==> config.mk <==
export PLATFORM = sky130hd
export DESIGN_NAME = data_cache
export DESIGN_NICKNAME = d
export VERILOG_FILES = /design/src/design/mem_pkg.sv /design/src/design/data_cache.sv
export VERILOG_INCLUDE_DIRS = /design/src /design/src/design
export SDC_FILE = /design/constraint.sdc
export NUM_CORES = 1
export LEC_CHECK = 0
export ABC_CLOCK_PERIOD_IN_PS = 4880
export BUFFER_PORTS_ARGS = -buffer_cell sky130_fd_sc_hd__buf_2
export CORE_ASPECT_RATIO = 2
export CORE_MARGIN = 4
export CORE_UTILIZATION = 49
export CTS_CLUSTER_DIAMETER = 60
export DETAILED_ROUTE_END_ITERATION = 16
export GPL_TIMING_DRIVEN = 0
export HOLD_SLACK_MARGIN = 0.06
export PLACE_DENSITY = 0.67
export SLEW_MARGIN = 10
export SYNTH_ARGS = -nofsm -noshare
export SYNTH_HDL_FRONTEND = slang
export SYNTH_SLANG_ARGS = --single-unit
export TNS_END_PERCENT = 10
==> constraint.sdc <==
create_clock -name i_clk -period 4.88 [get_ports i_clk]
set_clock_uncertainty 0.05 [all_clocks]
set_input_delay 0 -clock i_clk [delete_from_list [all_inputs] [get_ports i_clk]]
set_output_delay 0 -clock i_clk [all_outputs]
set_load 0.02 [all_outputs]
==> src/design/mem_defines.svh <==
`ifndef MEM_DEFINES_SVH
`define MEM_DEFINES_SVH

// data and address word size
`define WORD_SIZE 16

// words per cache line
`define LINE_WORDS 4

// direct-mapped cache size in lines
`define CACHE_LINES 8

// main memory depth in words, higher addresses alias onto the low bits
`define MEM_DEPTH 256

// cycles from the first sight of a request to its ready or ack pulse
`define MEM_LAT 3

// fixed DMA block, first target address and word count
`define DMA_BASE 16'h17
`define DMA_LEN 12

`endif
==> src/design/mem_pkg.sv <==
`include "mem_defines.svh"

package mem_pkg;

	// memory and CPU opcodes
	typedef enum logic [1:0] {
		OP_NONE  = 2'd0,
		OP_READ  = 2'd1,
		OP_WRITE = 2'd2
	} mem_op_e;

	// request from the CPU side, held until ready or ack
	typedef struct packed {
		mem_op_e                op;
		logic [`WORD_SIZE-1:0]  addr;
		logic [`WORD_SIZE-1:0]  wdata;
	} cpu_req_t;

	// request on the shared memory port
	typedef struct packed {
		mem_op_e                op;
		logic [`WORD_SIZE-1:0]  addr;
		logic [`WORD_SIZE-1:0]  wdata;
	} mem_req_t;

	// one cache line, word 0 in the low bits
	typedef logic [`LINE_WORDS-1:0][`WORD_SIZE-1:0] line_t;

	typedef enum logic [1:0] {
		ARB_CPU,
		ARB_DRAIN,
		ARB_DMA
	} arb_state_e;

	typedef enum logic [1:0] {
		DMA_IDLE,
		DMA_FETCH,
		DMA_WRITE,
		DMA_DONE
	} dma_state_e;

endpackage

==> src/design/data_cache.sv <==
`timescale 1ns/100ps
`include "mem_defines.svh"

module data_cache (
	input  logic                   i_clk,
	input  logic                   i_rst_n,
	input  mem_pkg::cpu_req_t      i_cpu_req,
	output logic [`WORD_SIZE-1:0]  o_cpu_rdata,
	output logic                   o_cpu_ready,
	output logic                   o_cpu_ack,
	output mem_pkg::mem_req_t      o_mem_req,
	input  mem_pkg::line_t         i_mem_line,
	input  logic                   i_mem_ready,
	input  logic                   i_mem_ack,
	input  logic                   i_bus_grant,
	output logic                   o_busy,
	input  logic                   i_snoop_valid,
	input  logic [`WORD_SIZE-1:0]  i_snoop_addr
);
	import mem_pkg::*;

	localparam int OFF_W = $clog2(`LINE_WORDS);
	localparam int IDX_W = $clog2(`CACHE_LINES);
	localparam int TAG_W = `WORD_SIZE - OFF_W - IDX_W;

	logic [`CACHE_LINES-1:0]  valid;
	logic [TAG_W-1:0]         tags [`CACHE_LINES];
	line_t                    lines [`CACHE_LINES];

	// memory access in flight, the op doubles as the miss/write state
	mem_op_e                  mem_op;
	logic [`WORD_SIZE-1:0]    mem_addr;
	logic [`WORD_SIZE-1:0]    mem_wdata;

	logic                     ready;
	logic [`WORD_SIZE-1:0]    rdata;
	logic                     wr_gap;

	logic [OFF_W-1:0]  cpu_off;
	logic [IDX_W-1:0]  cpu_idx;
	logic [TAG_W-1:0]  cpu_tag;
	logic [OFF_W-1:0]  mem_off;
	logic [IDX_W-1:0]  mem_idx;
	logic [TAG_W-1:0]  mem_tag;
	logic [IDX_W-1:0]  snoop_idx;
	logic [TAG_W-1:0]  snoop_tag;

	logic  cpu_hit;
	logic  cpu_idle;
	logic  start_hit;
	logic  start_mem;
	logic  refill_done;

	assign cpu_off   = i_cpu_req.addr[OFF_W-1:0];
	assign cpu_idx   = i_cpu_req.addr[OFF_W +: IDX_W];
	assign cpu_tag   = i_cpu_req.addr[`WORD_SIZE-1 -: TAG_W];
	assign mem_off   = mem_addr[OFF_W-1:0];
	assign mem_idx   = mem_addr[OFF_W +: IDX_W];
	assign mem_tag   = mem_addr[`WORD_SIZE-1 -: TAG_W];
	assign snoop_idx = i_snoop_addr[OFF_W +: IDX_W];
	assign snoop_tag = i_snoop_addr[`WORD_SIZE-1 -: TAG_W];

	assign cpu_hit  = valid[cpu_idx] && (tags[cpu_idx] == cpu_tag);
	// the cycles of a ready pulse and right after a write ack belong to the old request
	assign cpu_idle = (mem_op == OP_NONE) && !ready && !wr_gap;

	assign start_hit = cpu_idle && (i_cpu_req.op == OP_READ) && cpu_hit;
	// misses and stores need the port, so they wait out a DMA grant
	assign start_mem = cpu_idle && !i_bus_grant &&
		(((i_cpu_req.op == OP_READ) && !cpu_hit) || (i_cpu_req.op == OP_WRITE));

	assign refill_done = i_mem_ready && (mem_op == OP_READ);
	assign o_cpu_ack   = i_mem_ack && (mem_op == OP_WRITE);

	// a starting access already counts, so the arbiter cannot grant under it
	assign o_busy = (mem_op != OP_NONE) || start_mem;

	assign o_mem_req   = '{op: mem_op, addr: mem_addr, wdata: mem_wdata};
	assign o_cpu_ready = ready;
	assign o_cpu_rdata = rdata;

	always_ff @(posedge i_clk or negedge i_rst_n) begin
		if (!i_rst_n) begin
			valid  <= '0;
			mem_op <= OP_NONE;
			ready  <= 1'b0;
			wr_gap <= 1'b0;
		end else begin
			ready  <= start_hit || refill_done;
			wr_gap <= o_cpu_ack;
			if (start_mem) begin
				mem_op <= i_cpu_req.op;
			end else if (refill_done || o_cpu_ack) begin
				mem_op <= OP_NONE;
			end
			if (refill_done) begin
				valid[mem_idx] <= 1'b1;
			end
			// a DMA store makes the cached copy stale
			if (i_snoop_valid && valid[snoop_idx] && (tags[snoop_idx] == snoop_tag)) begin
				valid[snoop_idx] <= 1'b0;
			end
		end
	end

	always_ff @(posedge i_clk) begin
		if (start_mem) begin
			mem_addr  <= i_cpu_req.addr;
			mem_wdata <= i_cpu_req.wdata;
		end
		if (start_hit) begin
			rdata <= lines[cpu_idx][cpu_off];
		end
		if (refill_done) begin
			tags[mem_idx]  <= mem_tag;
			lines[mem_idx] <= i_mem_line;
			rdata          <= i_mem_line[mem_off];
		end
		// write-through, a hit line takes the new word as well
		if (start_mem && (i_cpu_req.op == OP_WRITE) && cpu_hit) begin
			lines[cpu_idx][cpu_off] <= i_cpu_req.wdata;
		end
	end

	a_ready_ack_excl: assert property (@(posedge i_clk) disable iff (!i_rst_n)
		!(o_cpu_ready && o_cpu_ack));

endmodule

==> summary.txt <==
Timing
  • Period utilisation layout: 0.949
  • Relative slew margins: 0.164
  • Final Setup Violations: 0
  • Max Fclk: 216 MHz
  • Final Max Slew Viols: 0
  • Hold_ws: 82.7 ps
  • Worst-Margin Slew: 1250 ps
  • Unrepaired setup endpoints after global routing: no
  • Final Hold Vio Count: 0
  • Post-layout minimum cycle time: 4630 ps

Finish
  • Final nets: 1843
  • Post-layout util: 0.597
  • Fill cell count: 3956
  • Footprint of the multi-input gates: 7760 um2
  • Share of layout cells above drive strength 1: 0.331
  • Post-route insts no fill: 2506
  • Post-route cell area: 33100 um2
  • Layout area overhead: 20.3%
  • Register area: 19800 um2

Pwr
  • Switching power: 2.84 mW
  • Switching share of power: 0.236
  • Leak pwr: 11.1 nW
  • Comb pwr share: 0.112
  • Part of the power in registers: 0.543
  • Clock network power share: 0.345
  • Power density cells: 364 nW/um2
  • Internal: 9.19 mW
  • Tot Pwr: 12.0 mW
  • Worst vdd ir: 229 uV

Clocking
  • CTS max path bufs: 3
  • CTS buffer count: 54
  • CTS tree: done
  • Root buf cell: clkbuf_16
  • Gates resized, CTS repair: 0
  • CTS Sinks: 660
  • CTS clk-pin slew, worst paths: 70 ps
  • H-tree depth: 2
  • Clk_lat worst skew: 610 ps
  • Setup Fix Bufs, Post-CTS: 0

Yosys
  • Ys async rst share: 0.0182
  • Post-Syn Nets: 1474
  • Syn Std Cell Area: 27500 um2
  • Sequential fraction of the synthesis area: 0.719
  • EDFF count, synth: 648
  • Number of synthesized register bits: 660
  • Cell count after synthesis: 1354
  • Main synth FF type: edfxtp_1
  • Post-Syn Area per Cell: 20.3 um2
  • Syn. warnings: 0
  • Synth cell types: 54

Drt
  • Via density: 6.24
  • DRC: 0
  • Pre-antenna DRT Iters: 5
  • Routed Antenna Nets: 0
  • Wirelength, routed: 81.1 mm
  • Wire per inst: 32.4 um
  • Vias: 15600
  • DR iter-0 viols: 1652

Critical path
  • Worst path arrival time: 4880 ps
  • Slowest stage delay, CP: 760 ps
  • CP required: 5130 ps
  • Startpoint Class: input port
  • Cell Chain, Critical Path: dlygate4sd3_1 > buf_2 > buf_4 > buf_4 > buf_4 > mux2i_1 > a22oi_1 > nand2_1 > xnor2_1 > nor4_2 > nand4b_1 > buf_2 > buf_2 > o31ai_4 > buf_8
  • R2R Path Start: tags[1][10]
  • Worst path buffer plus inverter count: 8
  • Crit path max fanout: 10
  • CP Class: in -> reg
  • CP startpoint: i_cpu_req[18]
  • CP top delay family: buffers and inverters
  • CP Capture Type: flop
  • Slowest CP cell: o31ai_4

Min path
  • Hold Startpoint: i_cpu_req[28]
  • Hold Path Class: in -> reg

Global route
  • Global-route wire length before repair: 115 mm
  • Largest net degree at the start of global routing: 20
  • Initial antenna violation count: 2
  • Number of global-route vias before repair: 16400
  • Tot GR Track Use: 0.268
  • Global route overflow: 0

Die
  • Die outline width: 175 um
  • # IOs: 173
  • Die area: 60200 um2
  • Core ar.: 55400 um2
  • Die H: 343 um
  • Initial Util: 0.496
  • Num rows: 122

Job
  • Max_cap viols: 0

Placed design
  • Dpl cell area: 30300 um2
  • DP HPWL: 58.5 mm
  • Dpl cells: 2300
  • Final GP Congestion: 0.987
  • Port Buffers: 169

Run status
  • Status: finished, final reports clean
[metrics by stage]
step | setup TNS, ps | worst slack, ps
2_1_floorplan | 0 | 1000
3_3_place_gp | -1118220 | -2380
3_5_place_dp | -41400 | -261
4_1_cts | 0 | 232
5_1_grt | 0 | 207
6_report | 0 | 249
[layer usage]
layer | track usage | wire length [um] | up-vias
li1 | - | - | 6415
met1 | 0.298 | 26800 | 8153
met2 | 0.507 | 45100 | 844
met3 | 0.0330 | 4900 | 224
met4 | 0.123 | 4350 | 2
met5 | 0 | 13 | -
[final cells by class]
cell class	instances	area share
sequential	660	0.597
multi-input combinational	598	0.235
timing repair buffer	313	0.0773
clock buffer	71	0.0447
tap	744	0.0281
buffer	84	0.0117
clock inverter	23	0.00462
inverter	12	0.00136
antenna	1	0.0000757
[sequential cells by signal (all words and copies together), names as in the netlist]
register / cells
lines: 512
o_cpu_ready: 1
tags: 88
mem_addr: 16
mem_wdata: 16
mem_op: 2
wr_gap: 1
valid: 8
o_cpu_rdata: 16
[cells by family (layout without fill, tap and decap cells)]
logic type | Yosys count | in the layout | synth area share
flops | 660 | 660 | 0.719
other cells | 0 | 1 | 0
compound gates | 121 | 121 | 0.0316
buf+inv | 96 | 503 | 0.0157
simple gates | 117 | 117 | 0.0224
mux | 338 | 338 | 0.205
xor+xnor | 22 | 22 | 0.00701
[path summary, 6_finish.rpt]
path / end / slack (ps) / depth (start not counted)
max in group asynchronous: valid[7] / 3990 / 3
max reg2reg: lines[2][15] / 590 / 10
min: mem_addr[12] / 80 / 2
min reg2reg: valid[4] / 480 / 1
max: lines[2][15] / 250 / 15
min in group asynchronous: valid[0] / 410 / 3
[cells in the mapped netlist, drive strengths merged (5+ instances only)]
master	n	area share
and2	5	0.0011
o31ai	32	0.0087
nand2	25	0.0034
mux2i	94	0.034
xor2	12	0.0038
a31oi	5	0.0011
nand3	7	0.0013
o21ai	12	0.0022
nand2b	6	0.0014
mux4	172	0.14
a22oi	21	0.0057
a221oi	6	0.0019
clkbuf	36	0.0049
nor2	28	0.0038
mux2	72	0.029
o22ai	21	0.0048
edfxtp	648	0.71
nor2b	9	0.0020
buf	48	0.0091
xnor2	10	0.0032
nor3	12	0.0022
dfrtp	12	0.011
inv	11	0.0015
[repair_timing]
action                     CTS  global route
setup endpoints to repair    0             0
hold buffers               111             0
hold endpoints to repair   584             0
[power groups by stage]
stage	logic (mW)	registers, mW	clock network (mW)
after floorplan	0.654	6.68	0
after global placement	1.17	6.65	0
after detailed placement	1.27	6.65	0
after CTS	1.34	6.52	4.21
after global routing	1.41	6.54	4.41
final	1.35	6.53	4.15
[cell usage in the layout, fill, tap and decap left out, types with 11 or more instances in the layout]
cell type	instances
dlygate4sd3_1	111
o22ai_1	21
o31ai_4	32
clkinv_1	14
nor2_1	28
clkbuf_16	57
dfrtp_1	12
buf_2	202
mux2i_1	94
inv_1	11
buf_8	24
clkbuf_1	50
a22oi_1	21
xor2_1	12
edfxtp_1	648
mux2_2	64
nor3_1	12
mux4_2	172
o21ai_0	12
nand2_1	25
(Power assumes the default switching activity.)
