--- src/design/mem_defines.svh ---
`ifndef MEM_DEFINES_SVH
`define MEM_DEFINES_SVH

// data and address word size
`define WORD_SIZE 16

// words per cache line
`define LINE_WORDS 4

// direct-mapped cache size in lines
`define CACHE_LINES 8

// main memory depth in words, higher addresses alias onto the low bits
`define MEM_DEPTH 256

// cycles from the first sight of a request to its ready or ack pulse
`define MEM_LAT 3

// fixed DMA block, first target address and word count
`define DMA_BASE 16'h17
`define DMA_LEN 12

`endif
--- src/design/mem_pkg.sv ---
`include "mem_defines.svh"

package mem_pkg;

	// memory and CPU opcodes
	typedef enum logic [1:0] {
		OP_NONE  = 2'd0,
		OP_READ  = 2'd1,
		OP_WRITE = 2'd2
	} mem_op_e;

	// request from the CPU side, held until ready or ack
	typedef struct packed {
		mem_op_e                op;
		logic [`WORD_SIZE-1:0]  addr;
		logic [`WORD_SIZE-1:0]  wdata;
	} cpu_req_t;

	// request on the shared memory port
	typedef struct packed {
		mem_op_e                op;
		logic [`WORD_SIZE-1:0]  addr;
		logic [`WORD_SIZE-1:0]  wdata;
	} mem_req_t;

	// one cache line, word 0 in the low bits
	typedef logic [`LINE_WORDS-1:0][`WORD_SIZE-1:0] line_t;

	typedef enum logic [1:0] {
		ARB_CPU,
		ARB_DRAIN,
		ARB_DMA
	} arb_state_e;

	typedef enum logic [1:0] {
		DMA_IDLE,
		DMA_FETCH,
		DMA_WRITE,
		DMA_DONE
	} dma_state_e;

endpackage

--- src/design/dma_engine.sv ---
`timescale 1ns/100ps
`include "mem_defines.svh"

module dma_engine (
	input  logic                   i_clk,
	input  logic                   i_rst_n,
	input  logic                   i_start,
	input  logic [`WORD_SIZE-1:0]  i_dev_data,
	output logic                   o_dev_rd,
	output logic                   o_bus_req,
	input  logic                   i_bus_grant,
	output mem_pkg::mem_req_t      o_mem_req,
	input  logic                   i_mem_ack,
	output logic                   o_snoop_valid,
	output logic [`WORD_SIZE-1:0]  o_snoop_addr,
	output logic                   o_done
);
	import mem_pkg::*;

	dma_state_e             state;
	dma_state_e             next_state;
	logic [`WORD_SIZE-1:0]  dev_word;
	logic [`WORD_SIZE-1:0]  cnt_addr;
	logic                   cnt_last;
	logic                   load;
	logic                   write_ack;

	assign load = (state == DMA_IDLE) && i_start;
	// an ack while granted can only answer this engine
	assign write_ack = (state == DMA_WRITE) && i_bus_grant && i_mem_ack;

	dma_counter dma_counter_i (
		.i_clk   (i_clk),
		.i_rst_n (i_rst_n),
		.i_load  (load),
		.i_step  (write_ack),
		.o_addr  (cnt_addr),
		.o_last  (cnt_last)
	);

	always_comb begin
		next_state = state;
		case (state)
			DMA_IDLE: begin
				if (i_start) begin
					next_state = DMA_FETCH;
				end
			end
			DMA_FETCH: begin
				next_state = DMA_WRITE;
			end
			DMA_WRITE: begin
				if (write_ack) begin
					next_state = cnt_last ? DMA_DONE : DMA_FETCH;
				end
			end
			default: begin
				next_state = DMA_IDLE;
			end
		endcase
	end

	always_ff @(posedge i_clk or negedge i_rst_n) begin
		if (!i_rst_n) begin
			state <= DMA_IDLE;
		end else begin
			state <= next_state;
		end
	end

	// device word is taken on the edge that ends the read pulse
	always_ff @(posedge i_clk) begin
		if (state == DMA_FETCH) begin
			dev_word <= i_dev_data;
		end
	end

	assign o_dev_rd  = (state == DMA_FETCH);
	assign o_bus_req = (state == DMA_FETCH) || (state == DMA_WRITE);
	assign o_done    = (state == DMA_DONE);

	assign o_mem_req = '{
		op:    ((state == DMA_WRITE) && i_bus_grant) ? OP_WRITE : OP_NONE,
		addr:  cnt_addr,
		wdata: dev_word
	};

	assign o_snoop_valid = write_ack;
	assign o_snoop_addr  = cnt_addr;

endmodule

--- src/design/dma_counter.sv ---
`timescale 1ns/100ps
`include "mem_defines.svh"

module dma_counter (
	input  logic                   i_clk,
	input  logic                   i_rst_n,
	input  logic                   i_load,
	input  logic                   i_step,
	output logic [`WORD_SIZE-1:0]  o_addr,
	output logic                   o_last
);

	localparam int CNT_W = $clog2(`DMA_LEN + 1);

	logic [`WORD_SIZE-1:0]  addr;
	logic [CNT_W-1:0]       remain;

	always_ff @(posedge i_clk or negedge i_rst_n) begin
		if (!i_rst_n) begin
			addr   <= '0;
			remain <= '0;
		end else if (i_load) begin
			addr   <= `DMA_BASE;
			remain <= CNT_W'(`DMA_LEN);
		end else if (i_step) begin
			addr   <= addr + 1'b1;
			remain <= remain - 1'b1;
		end
	end

	assign o_addr = addr;
	// one word left, the next ack ends the block
	assign o_last = (remain == CNT_W'(1));

endmodule

--- config.mk ---
export PLATFORM = sky130hd
export DESIGN_NAME = dma_engine
export DESIGN_NICKNAME = d
export VERILOG_FILES = /design/src/design/mem_pkg.sv /design/src/design/dma_engine.sv /design/src/design/dma_counter.sv
export VERILOG_INCLUDE_DIRS = /design/src /design/src/design
export SDC_FILE = /design/constraint.sdc
export NUM_CORES = 1
export LEC_CHECK = 0
export ABC_AREA = 1
export BUFFER_PORTS_ARGS = -buffer_cell sky130_fd_sc_hd__buf_2
export CAP_MARGIN = 10
export CORE_MARGIN = 5
export CORE_UTILIZATION = 33
export CTS_BUF_LIST = sky130_fd_sc_hd__clkbuf_8
export CTS_CLUSTER_DIAMETER = 100
export DETAILED_ROUTE_END_ITERATION = 12
export REMOVE_ABC_BUFFERS = 1
export SLEW_MARGIN = 20
export SYNTH_ARGS = -nofsm -noshare
export SYNTH_HDL_FRONTEND = slang
export SYNTH_SLANG_ARGS = --single-unit
--- constraint.sdc ---
create_clock -name i_clk -period 1.9 [get_ports i_clk]
set_input_delay 0.19 -clock i_clk [delete_from_list [all_inputs] [get_ports i_clk]]
set_output_delay 0.19 -clock i_clk [all_outputs]
set_load 0.03 [all_outputs]
==> parameters.txt, run 1 <==
Parameter                              Value

Clock network
  Worst skew pair latency ... 0.29 ns
  Clock Sinks ... 38
  Clock-pin slew of the registers on the worst-case setup and hold paths ... 0.07 ns
  H-tree lvl count ... 2
  Buffers inserted by post-CTS timing repair ... 0
  Clock buffer count from CTS ... 5
  Clock tree from TritonCTS ... done
  Clock root buffer ... clkbuf_8
  Maximum clock path buffer count ... 2

Layout
  Number of non-filler instances in the completed layout ... 352
  Fraction of layout instances using a drive strength above 1 ... 33.9%
  Area growth, synth to finish ... 24.7%
  Count of antenna diodes in the layout ... 0
  Fillcell total ... 598
  Number of nets at the end of the flow ... 305

Synthesis
  Combinational family with the most area after synthesis ... simple AND/OR/NAND/NOR gates
  Share of the synthesized area in compound gates (AO/OA/AOI/OAI) ... 6.64%
  Syn_area_per_cell ... 9.25 um^2
  Post-synth cell types ... 25
  Cells after synthesis ... 210
  Synthesized area ... 0.00194 mm^2
  Top_reg_cell synth ... dfrtp_1
  Adder-cell share of the synthesized area ... 5.15%
  Cell types occupying the most area after synthesis ... dfrtp_1 (28%), edfxtp_1 (25%), nand2_1 (8.3%), buf_4 (7.0%), nor2_1 (6.4%)
  Async set or reset register ratio after synthesis ... 57.9%
  Share of cell area taken by muxes after synthesis ... 0%
  Count of flip-flops with a built-in enable after synthesis ... 16
  Dominant cell type by area after synthesis ... dfrtp_1
  XOR/XNOR share of the synthesized area ... 0%
  Fraction of the mapped netlist area in simple logic gates ... 23.1%
  Synthesis warning total ... 0
  Synthesis-stage register bit count ... 38
  Seq/Total Area, Yosys ... 53.1%
  Synth top area share ... 28.4%

Critical path
  Setup crit start kind ... flop
  Critical path data required time ... 1.71 ns
  Critical path endpoint category ... output port
  Worst Setup Path Type ... reg2out
  Endpoint arrival time on the critical path ... 1.58 ns
  Maximum fanout count along the critical path ... 10
  Worst-case register-to-register setup slack ... 0.33 ns

Placed design
  Routability congestion estimate from global placement ... 0.783
  Hpwl dp ... 3180 um
  Worst setup slack after placement ... 0.259 ns
  Total placed cells including tap cells ... 343
  # port buffers ... 73

STA
  Clock period minus final worst setup slack ... 1.77 ns
  Worst-case clock skew ... 0.00988 ns
  Hold Slack ... 0.0782 ns
  Normalized max-slew margin ... 65.9%
  Fin. max-slew vios ... 0
  Period utilization ... 93.1%
  Hold violation count in the final report ... 0
  Total setup violations reported at the end of the flow ... 0
  Post-route setup TNS ... 0 ns
  Highest clock frequency the design can meet ... 565 MHz
  Unrepaired setup endpoints after global routing ... no
  Fin worst setup slack ... 0.132 ns
  Slew at the pin with the worst max-slew slack ... 0.511 ns

Route
  Number of DRC violations after detailed routing ... 0
  DRT Pass-1 Iters ... 6
  Total routed wire length on the met1 layer ... 1910 um
  Average wire length per cell after detail routing ... 11.7 um
  Routed met3 length ... 478 um
  Drt initial violations ... 81
  Max Used Layer ... met4
  Routed vias/inst ... 4.47
  DRT antenna net count ... 0
  Detailed Route WL ... 4120 um
  Routed wl met2 ... 1680 um
  Vias after detailed routing ... 1575

GRT
  All-Layer GR Usage ... 11.1%
  Antenna violations before repair ... 0
  Global-route wire length before repair ... 6600 um
  Largest net degree at the start of global routing ... 23
  Via count of the first global-routing pass ... 1442
  Total global routing overflow ... 0

Die
  Number of top-level pins ... 75
  Height of the chip ... 86.7 um
  Starting density of the core ... 33.4%
  Die width ... 86.7 um
  Floorplan core area ... 0.00582 mm^2
  Full die area ... 0.00752 mm^2
  Floorplan row count ... 28

Worst hold path
  Hold Crit Class ... in2reg

Job
  Total of max-cap violations ... 0

Outcome
  Status ... finished, final reports clean

Power and ir drop
  Static Leakage ... 1.18 nW
  Total power consumption of the routed design ... 3.34 mW
  Peak VDD IR ... 0.000834 V
  PD cells ... 1380 mW/mm^2
-- cells in the mapped netlist, types with 2 or more instances --
| cell | instances |
|---|---|
| nand3b_1 | 2 |
| nand4_1 | 2 |
| inv_1 | 23 |
| nand3_4 | 2 |
| buf_4 | 18 |
| nor2_1 | 33 |
| nand2_1 | 43 |
| o21ai_0 | 12 |
| a21oi_1 | 3 |
| nor3_1 | 3 |
| edfxtp_1 | 16 |
| nand3_1 | 10 |
| o21ai_2 | 2 |
| a21boi_0 | 2 |
| ha_1 | 8 |
| dfrtp_1 | 22 |
-- final timing paths --
check                                        startpoint                        to  depth (start not counted)
worst max-delay path                           state[0]             o_snoop_valid                          5
worst min-delay path                      i_dev_data[2]               dev_word[2]                          1
worst max register to register                 state[0]  dma_counter_i.o_addr[13]                          9
worst min register to register  dma_counter_i.remain[0]   dma_counter_i.remain[0]                          1
max in group asynchronous                       i_rst_n                  state[0]                          2
min in group asynchronous                       i_rst_n   dma_counter_i.o_addr[5]                          2
-- cells by family (layout without fill, tap and decap cells) --
kind of cell    Yosys count  count (layout)
flops                    38              38
other cells               1               1
compound gates           22              22
buf+inv                  42             109
simple gates             99              99
fa+ha+maj                 8               8
-- report_power, final --
part	internal [mW]	total, mW	switching (mW)
Sequential	1.10	1.25	0.146
Combinational	0.415	1.43	1.01
Clock	0.386	0.665	0.279
-- layout make-up --
class	count	area [um^2]	area share, %
clock buffer	5	68.8	2.84
timing repair buffer	77	400	16.5
tap	75	93.8	3.87
clock inverter	3	40.0	1.65
inverter	24	95.1	3.93
multi-input combinational	130	693	28.6
sequential	38	1030	42.6
-- flip-flops by register name, summed over array words and instances, names as in the netlist --
register	cells
state	2
dma_counter_i.o_addr	16
dev_word	16
dma_counter_i.remain	4
-- critical path, stage by stage (launching register included) --
cell and delay, ns:
dfrtp_1 0.44, inv_1 0.16, ha_4 0.19, nand3_4 0.16, inv_6 0.14, clkbuf_4 0.20
-- cells in the final DEF, fill, tap and decap left out, drive strengths merged, types with 3 or more instances in the layout --
| master | netlist | layout |
|---|---|---|
| nor3 | 3 | 3 |
| dfrtp | 22 | 22 |
| nor2 | 35 | 35 |
| a21oi | 3 | 3 |
| ha | 8 | 8 |
| nand2 | 45 | 45 |
| o21ai | 14 | 14 |
| inv | 24 | 24 |
| clkbuf | 0 | 6 |
| buf | 18 | 75 |
| edfxtp | 16 | 16 |
| nand3 | 12 | 12 |
-- per-stage QoR --
stage | cell area (um^2) | utilization [%]
finish | 2420 | 41.7
global route | 2420 | 41.7
CTS | 2410 | 41.4
detailed placement | 2290 | 39.4
global placement | 2290 | 39.4
floorplan | 1810 | -
-- what timing repair did --
action                                  CTS  global route
endpoints found under the setup margin    0             1
hold buffers                              1             0
gates resized for setup                   0             3
endpoints found under the hold margin    22             0
-- per-layer routing --
| metal | global-route usage [%] | vias up |
|---|---|---|
| met5 | 0 | - |
| met4 | 4.39 | 0 |
| met3 | 2.95 | 6 |
| met2 | 16.9 | 69 |
| met1 | 15.1 | 710 |
| li1 | - | 790 |
Note: power is estimated with default switching activity, not from simulation.
==> run 2, diff against run 1 <==
- BUFFER_PORTS_ARGS: -buffer_cell sky130_fd_sc_hd__buf_2 -> -buffer_cell sky130_fd_sc_hd__buf_4
==> run 2 against run 1 <==
Setup slack improved by 0.0011 ns. Maximum frequency about the same. Clock power about the same. Sequential cell count unchanged. Wire length increased by 4.5%. Sequential power about the same. Utilization increased by 2.9 points. Sequential share of layout area decreased by 2.8 points. Non-clock buffer count unchanged. Clock skew decreased by 0.0023 ns. Count of clock-buffer cells in the layout unchanged. Largest cell class unchanged.
==> parameters.txt, run 2 (synthesis gave the netlist of run 1 again) <==
Parameter                              Value

Clock network
  Clock buffer count from CTS ... 5 (unchanged)
  Clock tree from TritonCTS ... done
  Clock-pin slew of the registers on the worst-case setup and hold paths ... 0.07 ns (about the same)
  Clock root buffer ... clkbuf_8
  Buffers inserted by post-CTS timing repair ... 0 (unchanged)
  Worst skew pair latency ... 0.29 ns (about the same)
  Maximum clock path buffer count ... 2 (unchanged)
  Clock Sinks ... 38 (unchanged)
  H-tree lvl count ... 2 (unchanged)

Critical path
  Critical path endpoint category ... output port
  Worst reg2reg path depth ... 9 (unchanged)
  Worst Setup Path Type ... reg2out
  Maximum fanout count along the critical path ... 10 (unchanged)
  Critical path data required time ... 1.71 ns (about the same)
  Start of the worst register-to-register path ... state[0]
  Endpoint arrival time on the critical path ... 1.58 ns (about the same)
  Capture instance of the worst register-to-register path ... dma_counter_i.o_addr[13]
  Worst-case register-to-register setup slack ... 0.31 ns (-0.02 ns)
  Setup crit start kind ... flop

Layout
  Most common cell after layout, fill and taps aside ... buf_4
  Final core occ ... 44.6% (+2.9 points)
  Register cell area after layout ... 0.00103 mm^2 (unchanged)
  Top library cells by usage in the layout, fill and taps aside ... buf_4 (76), nand2_1 (43), nor2_1 (33)
  Count of antenna diodes in the layout ... 0 (unchanged)
  Fillcell total ... 590 (-1.3%)
  Number of nets at the end of the flow ... 305 (unchanged)
  Area growth, synth to finish ... 33.5%
  Area occupied by multi-input gates ... 683 um^2 (-1.4%)
  Fraction of layout instances using a drive strength above 1 ... 33.9% (unchanged)

Placed design
  # port buffers ... 73 (unchanged)
  Worst setup slack after placement ... 0.237 ns (-0.0218 ns)
  Routability congestion estimate from global placement ... 0.788 (+0.72%)
  Hpwl dp ... 3300 um (+3.5%)

STA
  Period utilization ... 93.0% (about the same)
  Hold violation count in the final report ... 0 (unchanged)
  Fin. max-slew vios ... 0 (unchanged)
  Clock period minus final worst setup slack ... 1.77 ns (-0.00109 ns)
  Post-route setup TNS ... 0 ns (unchanged)
  Worst-case clock skew ... 0.00762 ns (-0.00226 ns)
  Highest clock frequency the design can meet ... 566 MHz (about the same)
  Hold Slack ... 0.0781 ns (-0.0000552 ns)
  Fin worst setup slack ... 0.133 ns (+0.00108 ns)
  Unrepaired setup endpoints after global routing ... no
  Total setup violations reported at the end of the flow ... 0 (unchanged)

Worst hold path
  Hold wc startpoint ... i_dev_data[0]
  Worst min-delay path endpoint ... dev_word[0]
  Cell count of the worst hold path ... 1 (unchanged)
  Hold Crit Class ... in2reg

Route
  Detailed Route WL ... 4300 um (+4.5%)
  Routed wl met2 ... 1860 um (+11%)
  DRT antenna net count ... 0 (unchanged)
  Vias after detailed routing ... 1583 (+0.51%)
  DRT Pass-1 Iters ... 4 (-2)
  Routed met3 length ... 415 um (-13%)
  Average wire length per cell after detail routing ... 12.2 um (+4.5%)
  Drt initial violations ... 53 (-35%)
  Total routed wire length on the met1 layer ... 2010 um (+4.8%)
  Number of DRC violations after detailed routing ... 0 (unchanged)
  Routed vias/inst ... 4.50 (+0.51%)
  Max Used Layer ... met4

GRT
  All-Layer GR Usage ... 11.3% (+0.21 points)
  Global-route wire length before repair ... 6710 um (+1.7%)
  Via count of the first global-routing pass ... 1463 (+1.5%)
  Total global routing overflow ... 0 (unchanged)
  Antenna violations before repair ... 0 (unchanged)
  Largest net degree at the start of global routing ... 23 (unchanged)

Job
  Total of max-cap violations ... 0 (unchanged)

Outcome
  Status ... finished, final reports clean

Die
  Starting density of the core ... 33.4% (unchanged)
  Floorplan row count ... 28 (unchanged)
  Die width ... 86.7 um (unchanged)
  Full die area ... 0.00752 mm^2 (unchanged)
  Floorplan core area ... 0.00582 mm^2 (unchanged)
  Number of top-level pins ... 75 (unchanged)
  Height of the chip ... 86.7 um (unchanged)

Power and ir drop
  Total power consumption of the routed design ... 3.49 mW (+4.4%)
  PD cells ... 1340 mW/mm^2 (-2.5%)
  Peak VDD IR ... 0.000753 V (-9.7%)
  Static Leakage ... 1.22 nW (+3.6%)
## run 2: cell count changes in the layout (fill, tap and decap cells not counted), sizes merged
cell,delta
buf,+1
clkbuf,-1
## run 2: routing by layer
metal	vias up	track usage, %
met4	0	2.97
li1	792	-
met1	722	14.8
met2	67	18.2
met3	2	3.71
met5	-	0
## run 2: final cells by class
cell class                 instances  area share, %
clock buffer                       5           2.65
tap                               75           3.62
timing repair buffer              77           22.4
multi-input combinational        130           26.4
sequential                        38           39.8
clock inverter                     3           1.54
inverter                          24           3.67
## run 2: how the worst max path moves through the flow
stage	startpoint	end	slack, ns	cells after the start
2_1_floorplan	dma_counter_i.o_addr[0]	dma_counter_i.o_addr[4]	0.20	6
3_3_place_gp	state[0]	dma_counter_i.o_addr[13]	0.33	9
3_5_place_dp	state[0]	dma_counter_i.o_addr[13]	0.24	9
4_1_cts	state[0]	o_snoop_valid	0.05	5
5_1_grt	state[0]	o_snoop_valid	0.03	5
6_report	state[0]	o_snoop_valid	0.13	5
## run 2: repair_timing
action                     4_1_cts  5_1_grt
hold buffers                     1        0
setup endpoints to repair        0        1
hold endpoints to repair        22        0
resized for setup                0        1
## run 2: worst max-delay path, stage by stage, from the launching register on
cell and delay (ns):
dfrtp_1 0.44, inv_1 0.13, ha_2 0.25, nand3_4 0.16, inv_6 0.14, buf_4 0.17
## run 2: report_power, final
part	switching, mW	internal, mW
Clock	0.281	0.386
Combinational	1.01	0.545
Sequential	0.158	1.10
## run 2: per-stage QoR
| step | instance area, um^2 | std cells |
|---|---|---|
| 2_1_floorplan | 1810 | 192 |
| 3_3_place_gp | 2470 | 343 |
| 3_5_place_dp | 2470 | 343 |
| 4_1_cts | 2590 | 352 |
| 5_1_grt | 2590 | 352 |
| 6_report | 2590 | 352 |
==> run 3, diff against run 2 <==
- HOLD_SLACK_MARGIN: unset -> 0.1
==> run 3 against run 2 <==
Combinational power about the same. Clock skew is 0.00080 ns lower. Setup slack gained 0.0053 ns.
==> parameters.txt, run 3 (synthesis gave the netlist of run 1 again) <==
Parameter                              Value

Layout
  Area growth, synth to finish ... 41.8%
  Count of antenna diodes in the layout ... 0 (unchanged)
  Number of non-filler instances in the completed layout ... 368 (+4.5%)
  Register cell area after layout ... 0.00103 mm^2 (unchanged)
  Fraction of layout instances using a drive strength above 1 ... 32.1% (-1.9 points)
  Most common cell after layout, fill and taps aside ... buf_4
  Fillcell total ... 562 (-4.7%)
  Top library cells by usage in the layout, fill and taps aside ... buf_4 (76), nand2_1 (43), nor2_1 (33)
  Area occupied by multi-input gates ... 683 um^2 (unchanged)
  Number of nets at the end of the flow ... 321 (+5.2%)

STA
  Hold violation count in the final report ... 0 (unchanged)
  Highest clock frequency the design can meet ... 567 MHz (+0.30%)
  Fin. max-slew vios ... 0 (unchanged)
  Unrepaired setup endpoints after global routing ... no
  Period utilization ... 92.7% (-0.28 points)
  Worst-case clock skew ... 0.00682 ns (-0.000796 ns)
  Post-route setup TNS ... 0 ns (unchanged)
  Total setup violations reported at the end of the flow ... 0 (unchanged)
  Clock period minus final worst setup slack ... 1.76 ns (-0.00528 ns)

Die
  Height of the chip ... 86.7 um (unchanged)
  Die width ... 86.7 um (unchanged)
  Starting density of the core ... 33.4% (unchanged)
  Number of top-level pins ... 75 (unchanged)
  Floorplan core area ... 0.00582 mm^2 (unchanged)
  Floorplan row count ... 28 (unchanged)
  Full die area ... 0.00752 mm^2 (unchanged)

Clock network
  Maximum clock path buffer count ... 2 (unchanged)
  Clock buffer count from CTS ... 5 (unchanged)
  Worst skew pair latency ... 0.29 ns (about the same)
  Clock tree from TritonCTS ... done
  Clock root buffer ... clkbuf_8
  H-tree lvl count ... 2 (unchanged)
  Clock-pin slew of the registers on the worst-case setup and hold paths ... 0.08 ns (about the same)
  Clock Sinks ... 38 (unchanged)

Critical path
  Chain of cells forming the critical path ... inv_1, ha_2, nand3_4, inv_6, buf_4
  Crit path to ... o_snoop_valid
  Worst path max stage delay ... 0.44 ns (about the same)
  Maximum fanout count along the critical path ... 10 (unchanged)
  Critical path endpoint category ... output port
  Launching instance or port of the critical path ... state[0]
  Critical path data required time ... 1.71 ns (about the same)
  Endpoint arrival time on the critical path ... 1.57 ns (about the same)
  Worst-case register-to-register setup slack ... 0.31 ns (about the same)
  Capture instance of the worst register-to-register path ... dma_counter_i.o_addr[13]
  CP max-delay cell ... dfrtp_1
  Worst Setup Path Type ... reg2out
  Start of the worst register-to-register path ... state[0]
  Worst reg2reg path depth ... 9 (unchanged)
  Setup crit start kind ... flop

Placed design
  # port buffers ... 73 (unchanged)
  Hpwl dp ... 3300 um (unchanged)
  Routability congestion estimate from global placement ... 0.788 (unchanged)
  Total placed cells including tap cells ... 343 (unchanged)

Route
  Vias after detailed routing ... 1638 (+3.5%)
  Average wire length per cell after detail routing ... 12.1 um (-1.1%)
  Routed vias/inst ... 4.45 (-1.0%)
  DRT antenna net count ... 0 (unchanged)
  Drt initial violations ... 42 (-21%)
  DRT Pass-1 Iters ... 4 (unchanged)
  Number of DRC violations after detailed routing ... 0 (unchanged)
  Detailed Route WL ... 4450 um (+3.4%)

GRT
  Total global routing overflow ... 0 (unchanged)
  Via count of the first global-routing pass ... 1506 (+2.9%)
  Antenna violations before repair ... 0 (unchanged)
  Global-route wire length before repair ... 7040 um (+4.8%)
  All-Layer GR Usage ... 11.8% (+0.50 points)
  Largest net degree at the start of global routing ... 23 (unchanged)

Power and ir drop
  Peak VDD IR ... 0.000748 V (-0.69%)
  PD cells ... 1270 mW/mm^2 (-5.2%)
  Static Leakage ... 1.28 nW (+5.5%)

Outcome
  Status ... finished, final reports clean

Worst hold path
  Hold Crit Class ... in2async

Job
  Total of max-cap violations ... 0 (unchanged)
-- run 3: worst min path at each step --
stage                                         end  slack [ns]  cells after the start
after global placement    dma_counter_i.o_addr[5]        0.10                      1
after floorplan           dma_counter_i.o_addr[0]       -0.11                      0
final                     dma_counter_i.o_addr[5]        0.32                      2
after CTS                 dma_counter_i.o_addr[7]        0.33                      2
after global routing      dma_counter_i.o_addr[7]        0.35                      2
after detailed placement  dma_counter_i.o_addr[7]        0.11                      1
-- run 3: layer usage --
| layer | up-vias | part of all wire (%) | track usage [%] |
|---|---|---|---|
| met5 | - | 0 | 0 |
| met4 | 0 | 0.43 | 2.97 |
| met3 | 2 | 10 | 3.71 |
| met2 | 68 | 44 | 19.1 |
| met1 | 742 | 46 | 15.4 |
| li1 | 826 | - | - |
-- run 3: area by class of cell --
cell class	instances	area share (%)
Tap cell	75	3.41
Sequential cell	38	37.5
Multi-Input combinational cell	130	24.8
Timing Repair Buffer	93	26.9
Clock inverter	3	1.45
Clock buffer	5	2.50
Inverter	24	3.45
-- run 3: timing repair --
item	4_1_cts	5_1_grt
endpoints found under the setup margin	0	1
hold buffers	17	0
setup buffers	0	0
hold endpoints to repair	38	0
gates resized for setup	0	1
-- run 3: through the flow --
step	setup slack, ns	power (mW)	area (um^2)	util [%]	hold slack, ns
final	0.138	3.51	2750	47.3	0.323
after CTS	0.0471	3.56	2750	47.3	0.328
after detailed placement	0.237	2.85	2470	42.5	0.106
after global placement	0.333	2.83	2470	42.5	0.104
after floorplan	0.204	2.27	1810	-	-0.106
after global routing	0.0326	3.74	2750	47.3	0.345
-- run 3: worst max-delay path: cells and delay by family (launching register included) --
family                   cells  cell delay [ns]
buffers and inverters        3             0.44
flip-flops                   1             0.44
adder cells (fa/ha/maj)      1             0.25
AND/OR/NAND/NOR              1             0.16
-- run 3: power by group --
group | internal (mW) | leakage [nW] | switching (mW)
registers | 1.10 | 0.426 | 0.157
clock network | 0.386 | 0.0579 | 0.276
logic | 0.566 | 0.801 | 1.02
